===== config.mk =====
export PLATFORM = sky130hd
export DESIGN_NAME = core_mem_front
export DESIGN_NICKNAME = d
export VERILOG_FILES = /design/src/core_pkg.sv /design/src/core_fetch.sv /design/src/core_mem_front.sv /design/src/core_mmu.sv /design/src/core_porch.sv
export SDC_FILE = /design/constraint.sdc
export NUM_CORES = 1
export LEC_CHECK = 0
export BUFFER_PORTS_ARGS = -buffer_cell sky130_fd_sc_hd__buf_4
export CORE_ASPECT_RATIO = 0.75
export CORE_MARGIN = 5
export CORE_UTILIZATION = 57
export DETAILED_ROUTE_END_ITERATION = 6
export PLACE_DENSITY_LB_ADDON = 0.12
export SYNTH_ARGS = -nofsm -noshare
export SYNTH_HDL_FRONTEND = slang
export SYNTH_HIERARCHICAL = 1
export SYNTH_SLANG_ARGS = --single-unit
export TNS_END_PERCENT = 50

===== constraint.sdc =====
create_clock -name clk -period 6.9 [get_ports clk]
set_input_delay 1.38 -clock clk [delete_from_list [all_inputs] [get_ports clk]]
set_output_delay 1.38 -clock clk [all_outputs]
set_load 0.02 [all_outputs]

===== src/core_pkg.sv =====
`default_nettype none

package core_pkg;

	typedef logic [31:0] word;
	typedef logic [29:0] ptr; // Word address taken from byte address bits 31:2.

	typedef struct packed {
		ptr   addr;
		logic write;
		word  data;
	} mem_req_t;

	typedef struct packed {
		ptr  pc;
		word insn;
	} fetch_out_t;

	localparam int PREFETCH_ORDER = 2;
	localparam int PREFETCH_DEPTH = 1 << PREFETCH_ORDER;

	localparam ptr RESET_PC = 30'd0; // First fetch address.

endpackage

`default_nettype wire


===== src/core_fetch.sv =====
`timescale 1ns/10ps
`default_nettype none

module core_fetch
(
	input  logic                clk,
	                            arst_n,
	                            branch,
	input  core_pkg::ptr        branch_target,
	input  logic                pop,

	output core_pkg::fetch_out_t head,
	output logic                head_valid,

	output logic                insn_start,
	output core_pkg::ptr        insn_addr,
	input  logic                insn_ready,
	input  core_pkg::word       insn_data_rd
);

	core_pkg::fetch_out_t queue[core_pkg::PREFETCH_DEPTH];

	logic [core_pkg::PREFETCH_ORDER-1:0] rd_ptr, wr_ptr;
	logic [core_pkg::PREFETCH_ORDER:0] count;

	core_pkg::ptr fetch_head;
	logic outstanding, stale;
	logic issue, push, take;

	// Only one fetch in flight, so a free slot is reserved for its response.
	assign issue = !outstanding && !insn_start && !branch
	               && count < core_pkg::PREFETCH_DEPTH;

	assign push = insn_ready && !stale && !branch; // Old-path data is dropped.
	assign take = pop && head_valid && !branch;

	assign head = queue[rd_ptr];
	assign head_valid = count != '0;

	always_ff @(posedge clk or negedge arst_n) begin
		if (!arst_n) begin
			insn_start <= 1'b0;
			outstanding <= 1'b0;
			stale <= 1'b0;
			fetch_head <= core_pkg::RESET_PC;
		end else begin
			insn_start <= issue;

			if (insn_start)
				outstanding <= 1'b1;
			else if (insn_ready)
				outstanding <= 1'b0;

			if (branch)
				stale <= (outstanding && !insn_ready) || insn_start;
			else if (insn_ready)
				stale <= 1'b0;

			if (branch)
				fetch_head <= branch_target;
			else if (issue)
				fetch_head <= fetch_head + 30'd1;
		end
	end

	always_ff @(posedge clk)
		if (issue)
			insn_addr <= fetch_head; // Held stable until the next issue.

	always_ff @(posedge clk or negedge arst_n) begin
		if (!arst_n) begin
			rd_ptr <= '0;
			wr_ptr <= '0;
			count <= '0;
		end else if (branch) begin
			rd_ptr <= '0; // Flush.
			wr_ptr <= '0;
			count <= '0;
		end else begin
			if (push)
				wr_ptr <= wr_ptr + 1'b1;

			if (take)
				rd_ptr <= rd_ptr + 1'b1;

			case ({push, take})
				2'b10: count <= count + 1'b1;
				2'b01: count <= count - 1'b1;
				default: ;
			endcase
		end
	end

	always_ff @(posedge clk)
		if (push)
			queue[wr_ptr] <= '{pc: insn_addr, insn: insn_data_rd};

	// Only one fetch is in flight and it is answered only after it was started.
	a_single_fetch: assert property (@(posedge clk) disable iff (!arst_n)
		insn_start |-> !outstanding);

	a_ready_owned: assert property (@(posedge clk) disable iff (!arst_n)
		insn_ready |-> outstanding);

	a_no_overflow: assert property (@(posedge clk) disable iff (!arst_n)
		push |-> count < core_pkg::PREFETCH_DEPTH);

endmodule

`default_nettype wire


===== src/core_mem_front.sv =====
`timescale 1ns/10ps
`default_nettype none

module core_mem_front
(
	input  logic                clk,
	                            arst_n,
	                            branch,
	input  core_pkg::ptr        branch_target,
	input  logic                stall,

	input  logic                data_start,
	input  core_pkg::mem_req_t  data_req,
	output logic                data_ready,
	output core_pkg::word       data_data_rd,

	output core_pkg::fetch_out_t insn,
	output logic                insn_valid,

	output logic                bus_start,
	output core_pkg::mem_req_t  bus_req,
	input  logic                bus_ready,
	input  core_pkg::word       bus_data_rd
);

	core_pkg::fetch_out_t head;
	logic head_valid, pop;

	core_pkg::ptr insn_addr;
	core_pkg::word insn_data_rd;
	logic insn_start, insn_ready;

	core_fetch fetch
	(
		.*
	);

	core_porch porch
	(
		.*
	);

	core_mmu mmu
	(
		.*
	);

endmodule

`default_nettype wire


===== src/core_mmu.sv =====
`timescale 1ns/10ps
`default_nettype none

module core_mmu
(
	input  logic              clk,
	                          arst_n,

	input  logic              data_start,
	input  core_pkg::mem_req_t data_req,
	output logic              data_ready,
	output core_pkg::word     data_data_rd,

	input  logic              insn_start,
	input  core_pkg::ptr      insn_addr,
	output logic              insn_ready,
	output core_pkg::word     insn_data_rd,

	output logic              bus_start,
	output core_pkg::mem_req_t bus_req,
	input  logic              bus_ready,
	input  core_pkg::word     bus_data_rd
);

	core_pkg::mem_req_t data_req_q, data_cur;
	core_pkg::ptr insn_addr_q, insn_cur;

	logic data_pend, insn_pend, data_want, insn_want;
	logic busy, free, grant_data, grant_insn, owner_data;
	logic data_open, insn_open;

	assign data_want = data_start || data_pend;
	assign insn_want = insn_start || insn_pend;
	assign data_cur = data_start ? data_req : data_req_q;
	assign insn_cur = insn_start ? insn_addr : insn_addr_q;

	assign free = !busy || bus_ready; // Bus frees on its last cycle.
	assign grant_data = free && data_want;
	assign grant_insn = free && !data_want && insn_want; // Data wins.

	always_ff @(posedge clk or negedge arst_n) begin
		if (!arst_n) begin
			data_pend <= 1'b0;
			insn_pend <= 1'b0;
			busy <= 1'b0;
			owner_data <= 1'b0;
			bus_start <= 1'b0;
			data_ready <= 1'b0;
			insn_ready <= 1'b0;
			data_open <= 1'b0;
			insn_open <= 1'b0;
		end else begin
			data_pend <= data_want && !grant_data;
			insn_pend <= insn_want && !grant_insn;

			bus_start <= grant_data || grant_insn;
			busy <= grant_data || grant_insn || (busy && !bus_ready);
			if (grant_data || grant_insn)
				owner_data <= grant_data;

			data_ready <= bus_ready && owner_data;
			insn_ready <= bus_ready && !owner_data;

			data_open <= data_start || (data_open && !data_ready);
			insn_open <= insn_start || (insn_open && !insn_ready);
		end
	end

	always_ff @(posedge clk) begin
		if (data_start)
			data_req_q <= data_req;

		if (insn_start)
			insn_addr_q <= insn_addr;

		if (grant_data)
			bus_req <= data_cur;
		else if (grant_insn)
			bus_req <= '{addr: insn_cur, write: 1'b0, data: '0};

		if (bus_ready) begin
			data_data_rd <= bus_data_rd; // Only the owner sees ready.
			insn_data_rd <= bus_data_rd;
		end
	end

	a_bus_ready_busy: assert property (@(posedge clk) disable iff (!arst_n)
		bus_ready |-> busy && !bus_start);

	a_data_one_open: assert property (@(posedge clk) disable iff (!arst_n)
		data_start |-> !data_open);

	a_insn_one_open: assert property (@(posedge clk) disable iff (!arst_n)
		insn_start |-> !insn_open);

endmodule

`default_nettype wire


===== src/core_porch.sv =====
`timescale 1ns/10ps
`default_nettype none

module core_porch
(
	input  logic                clk,
	                            arst_n,
	                            stall,
	                            branch,

	input  core_pkg::fetch_out_t head,
	input  logic                head_valid,
	output logic                pop,

	output core_pkg::fetch_out_t insn,
	output logic                insn_valid
);

	// Take the queue head whenever decode is free to move on.
	assign pop = !stall && !branch && head_valid;

	always_ff @(posedge clk or negedge arst_n) begin
		if (!arst_n)
			insn_valid <= 1'b0;
		else if (branch)
			insn_valid <= 1'b0; // Old path is dead.
		else if (!stall)
			insn_valid <= head_valid;
	end

	always_ff @(posedge clk)
		if (pop)
			insn <= head;

endmodule

`default_nettype wire


Word level (Yosys, flattened, before mapping)
Memories as Yosys holds them, arrays and structs flattened. A register that Yosys moved wholly into a read port is not among the register bits.
Index checks and enable logic that the tools add are counted.
{ "classes": {"muxes": 19, "addsub": 5, "eq_ne": 3, "magnitude_cmp": 1, "n_reduce_logical": 44} }
{ "op_table": {"columns": ["cell", "n"], "rows": [
  ["$mux W63", 3],
  ["$mux W30", 3],
  ["$add A30 B1 Y30 const B", 1],
  ["$logic_and A1 B1 Y1", 18],
  ["$logic_not A1 Y1", 12],
  ["$reduce_bool A2 Y1", 6],
  ["$mux W2", 4],
  ["$mux W1", 7],
  ["$logic_or A1 B1 Y1", 6],
  ["$pmux W3 S2", 1],
  ["$reduce_bool A3 Y1", 2],
  ["$add A2 B1 Y2 const B", 2],
  ["$add A3 B1 Y3 const B", 1],
  ["$lt A3 B3 Y1 const B", 1],
  ["$mux W3", 1],
  ["$sub A3 B1 Y3 const B", 1],
  ["$eq A2 B1 Y1 const B", 1],
  ["$eq A2 B2 Y1 const B", 1],
  ["$ne A2 B2 Y1 const B", 1]
]} }
{ "totals": {"out_inout_bits": 160, "in_bits": 131, "mem_bits_rw": 248, "word_cells": 97, "regBits": 266, "memories": 1} }
{ "mem_list": {"columns": ["memory", "words", "word_bits", "rd", "rd_ports_with_merged_regs", "write_ports", "line", "rtl"], "rows": [
  ["fetch.queue", 4, 62, 1, 1, 1, "core_fetch.sv:21", "core_pkg::fetch_out_t queue[core_pkg::PREFETCH_DEPTH];"]
]} }

Logic depth before layout (Yosys ltp)
{ "logic_depth": {"ltp_word": 8, "depth_mapped": 10, "depth_no_buf": 9} }

Cells and area by module
The synthesis kept the hierarchy.
{ "by_module_without_submodules": {"columns": ["mod", "cells_per_inst", "seq_area_each_um2", "n_inst", "area_per_inst_um2"], "rows": [
  ["core_fetch", 623, 9349.0, 1, 12172.9],
  ["core_mmu", 413, 4889.7, 1, 6959.2],
  ["core_porch", 67, 1886.8, 1, 1916.8]
]} }

Worst setup path before layout
Ideal clock, no wire load.
{ "synth_path": {"kind": "input port to flip-flop", "start": "input stall", "end": "register fetch/count[1] in the netlist's numbering", "path_slack_ns": 1.055, "setup_ns": 0.132, "path_stages": 7, "path_buffers": 0, "arrival_ns": 5.713, "required_ns": 6.768, "path_cell_list": "nand2b_4 nor2_1 o31ai_1 nor3_1 fa_1 mux2i_1 nor2_1"} }
{ "synth_between": {"elab_chain_cells": 8, "elab_cells_between_ends": 10, "classes_between": "eq/ne: 2; mux: 2; reduce/logical: 6"} }
{ "synth_lines": {"columns": ["element", "line", "rtl"], "rows": [
  ["start, declared", "core_mem_front.sv:10", "input logic stall,"],
  ["$logic_not A1 Y1 *", null, null],
  ["$logic_and A1 B1 Y1 * (2 in series)", "core_porch.sv:20", "assign pop = !stall && !branch && head_valid;"],
  ["via pop", "core_mem_front.sv:27", "logic head_valid, pop;"],
  ["$logic_and A1 B1 Y1 * (2 in series)", "core_fetch.sv:35", "assign take = pop && head_valid && !branch;"],
  ["$eq A2 B1 Y1 / $eq A2 B2 Y1 (equally long branches)", "core_fetch.sv:86", "case ({push, take})"],
  ["$pmux W3 S2", "core_fetch.sv:86", null],
  ["$mux W3", "core_fetch.sv:75", "end else if (branch) begin"],
  ["end signal, assigned", "core_fetch.sv:87", "2'b10: count <= count + 1'b1;"],
  ["end signal, assigned", "core_fetch.sv:88", "2'b01: count <= count - 1'b1;"],
  ["end, declared", "core_fetch.sv:24", "logic [core_pkg::PREFETCH_ORDER:0] count;"]
]} }
Mark *: on every way through the listed nets, which the timed path passes. The rest lies on a longest branch.
A chain may end at the register's enable or synchronous reset.

Worst setup path after layout
{ "layout_path": {"start": "input data_start", "end": "register, netlist name mmu/bus_req[41]"} }
{ "layout_between": {"elab_chain_cells": 5, "elab_cells_between_ends": 6, "classes_between": "reduce/logical: 6"} }
{ "layout_lines": {"columns": ["element", "line", "rtl"], "rows": [
  ["start, declared", "core_mem_front.sv:12", "input logic data_start,"],
  ["$logic_or A1 B1 Y1 *", "core_mmu.sv:32", "assign data_want = data_start || data_pend;"],
  ["$logic_not A1 Y1", "core_mmu.sv:39", "assign grant_insn = free && !data_want && insn_want;"],
  ["$logic_and A1 B1 Y1 (2 in series)", "core_mmu.sv:39", null],
  ["$reduce_bool A2 Y1 (no line) *", null, null]
]} }
Every way passes the cells marked *; elsewhere a longest branch is shown, timed or not.

==> flow_metrics.py <==
metrics = {
    "die": {
        "rows": 61,
        "core_area_sq_um": 36790,
        "design.die.area_sq_um": 40910,
        "num_io_pins": 291,
        "fp.dieW_microns": 231.9,
        "initial_core_util_pct": 57.22,
        "die_h_microns": 176.4,
    },
    "timing": {
        "setup_viol": 0,
        "skew_ns": 0.01204,
        "clock.fmax_mhz": 285.0,
        "period_minus_slack_ns": 3.509,
        "worst_pin_slew_ns": 1.007,
        "hold_viol": 0,
        "slew_violations": 0,
        "post-route-period-util_pct": 50.85,
        "rsz0062_at_grt": "false",
        "setup-tns-final_ns": 0,
        "relSlewSlack_pct": 32.86,
    },
    "clock_network": {
        "htreeDepth": 2,
        "hold_buffers": 0,
        "root_buffer": "clkbuf_16",
        "ctsResizeCount": 0,
        "cts_buffers": 53,
        "cts_max_path_buffers": 3,
        "cts_setup_buffers": 0,
        "insertion_delay_ns": 0.57,
        "cts_tree": "done",
        "clock-sinks": 576,
        "clkTransAtPathRegs_ns": 0.06,
    },
    "route": {
        "drc": 0,
        "dr.pass1.iters": 5,
        "wl_met3_microns": 2438,
        "routed-via-count": 10480,
        "wl_microns": 41770,
        "ant_nets": 0,
        "detail_route.iter0.violations": 884,
        "via_per_inst": 5.447,
        "dr.max_layer_used": "met4",
        "met1Wirelength_microns": 17370,
        "drt-wirelength-per-cell_microns": 21.71,
        "dr_wl_met2_microns": 21350,
    },
    "global_route": {
        "grt_overflow": 0,
        "grt_usage_pct": 20.30,
        "grt_first_pass_wirelength_microns": 63590,
        "antenna_found_initial": 0,
        "grt_pass1_vias": 10830,
        "grt_max_degree": 67,
    },
    "logic_synthesis": {
        "synthTopCellsByCount": "435 x edfxtp_1, 108 x mux2_2, 93 x dfxtp_1",
        "synth-warning-count": 6,
        "ys.flop_type": "edfxtp_1",
        "yosysMostFrequentCell": "edfxtp_1",
        "yosys.area.top_type_share_pct": 62.06,
        "yosysSeqAreaShare_pct": 76.61,
        "ys_async_sr_fraction_pct": 8.333,
        "syn_nets": 1240,
        "syn-cell-area_sq_um": 21050,
        "synthDistinctLibCells": 53,
        "synth-edff-count": 435,
        "ys_seq_elements": 576,
        "synth_top_area_cell": "edfxtp_1",
        "synth.avg_cell_area_sq_um": 19.08,
        "synthTopCellsByArea": "edfxtp_1 62%, dfxtp_1 8.8%, mux4_2 6.6%",
        "syn_inst": 1103,
    },
    "worst_hold_path": {
        "hp-class": "flop to flop",
    },
    "worst_setup_path": {
        "cp.arrival_ns": 3.71,
        "required_ns": 7.10,
        "cp-start-kind": "primary input",
        "path_max_fanout": 66,
        "criticalPathCategory": "primary input to flop",
        "cp-end-kind": "flop",
    },
    "placement": {
        "hpwl_microns": 26530,
        "portBuffers": 290,
        "gp_congestion": 0.7985,
        "dp_cells": 1826,
    },
    "pwr": {
        "power_density_nw_per_um2": 333.0,
        "total_power_mw": 8.405,
        "power.leakage_nw": 9.035,
        "ir_worst_vdd_mv": 0.2144,
    },
    "flow_run": {
        "cap_violations": 0,
    },
    "finish": {
        "fillerInstances": 2445,
        "instances_no_fill": 1924,
        "nNetsFinal": 1514,
        "drive_gt1_share_pct": 40.92,
        "num_antenna_cells": 0,
        "area_growth_pct": 19.91,
    },
    "status": {
        "status": "completed",
    },
}
==> routing by layer <==
layer	GRT usage (%)	vias to the layer above
li1	-	4804
met1	28.54	5332
met2	34.09	294
met3	3.794	50
met4	4.060	0
met5	0	-
==> path summary, 6_finish.rpt <==
kind	startpoint	to	slack [ns]	cells past startpoint
worst max-delay path	data_start	mmu/bus_req[41]$_DFFE_PP_	3.39	4
max in group asynchronous	arst_n	fetch/rd_ptr[0]$_DFFE_PN0P_	5.52	1
worst max register to register	fetch/count[2]$_DFFE_PN0P_	fetch/count[2]$_DFFE_PN0P_	3.80	10
worst min-delay path	mmu/owner_data$_DFFE_PN0P_	mmu/insn_ready$_DFF_PN0_	0.46	1
min in group asynchronous	arst_n	fetch/fetch_head[5]$_DFFE_PN0P_	0.85	1
worst min register to register	mmu/owner_data$_DFFE_PN0P_	mmu/insn_ready$_DFF_PN0_	0.46	1
==> area by class of cell <==
type	instances	area, sq um	area share, %
well taps	504	630.6	2.499
clock inverters	24	217.7	0.8626
inverters	7	26.28	0.1041
flip-flops and latches	576	16130	63.91
multi-input cells	442	4467	17.70
repair buffers	297	2230	8.834
clock buffers	74	1538	6.093
==> critical path, stage by stage <==
cell     delay (ns)
buf_4          0.73
nor2_1         0.21
a21oi_4        0.72
buf_4          0.59
==> cells in the final DEF (no fill, tap or decap), types with 28 or more instances in the layout <==
| cell type | n |
|---|---|
| dfxtp_1 | 93 |
| nand2_1 | 28 |
| nor2_1 | 28 |
| buf_4 | 297 |
| clkbuf_16 | 55 |
| dfrtp_1 | 46 |
| mux2_2 | 108 |
| edfxtp_1 | 435 |
| nor2b_1 | 38 |
| mux4_2 | 62 |
==> stage by stage <==
step | util, % | worst slack, ns | hold slack (ns) | cell area [sq um]
floorplan | - | 1.055 | 0.4105 | 21050
CTS | 68.61 | 3.383 | 0.4585 | 25240
detailed placement | 63.84 | 2.797 | 0.4532 | 23480
global route | 68.61 | 3.212 | 0.4791 | 25240
global placement | 63.84 | 2.841 | 0.4512 | 23480
finish | 68.61 | 3.391 | 0.4554 | 25240
==> where the power goes <==
part           internal (mW)  total, mW  switching (mW)
clock network           1.70       2.90            1.20
logic                  0.503       1.08           0.579
registers               4.22       4.42           0.203
total                   6.42       8.40            1.98
==> registers in the layout, summed over array words and instances, names as in the netlist, 3 cells and up <==
name	flops
mmu/bus_req	63
fetch/count	3
mmu/data_req_q	63
mmu/data_data_rd	32
porch/insn	62
fetch/queue	248
fetch/fetch_head	30
mmu/insn_addr_q	30
fetch/insn_addr	30
==> kinds of logic (layout without fill, tap and decap cells) <==
logic type / after synthesis / after routing / share of synthesized area (%)
AND/OR/NAND/NOR: 177 / 177 / 4.696
AO/OA/AOI/OAI: 57 / 57 / 1.700
buffers and inverters: 85 / 402 / 2.401
XOR/XNOR: 15 / 15 / 0.6241
adder cells (fa/ha/maj): 6 / 6 / 0.3923
multiplexers: 187 / 187 / 13.58
flip-flops: 576 / 576 / 76.61
Note: power is estimated with default switching activity, not from simulation.
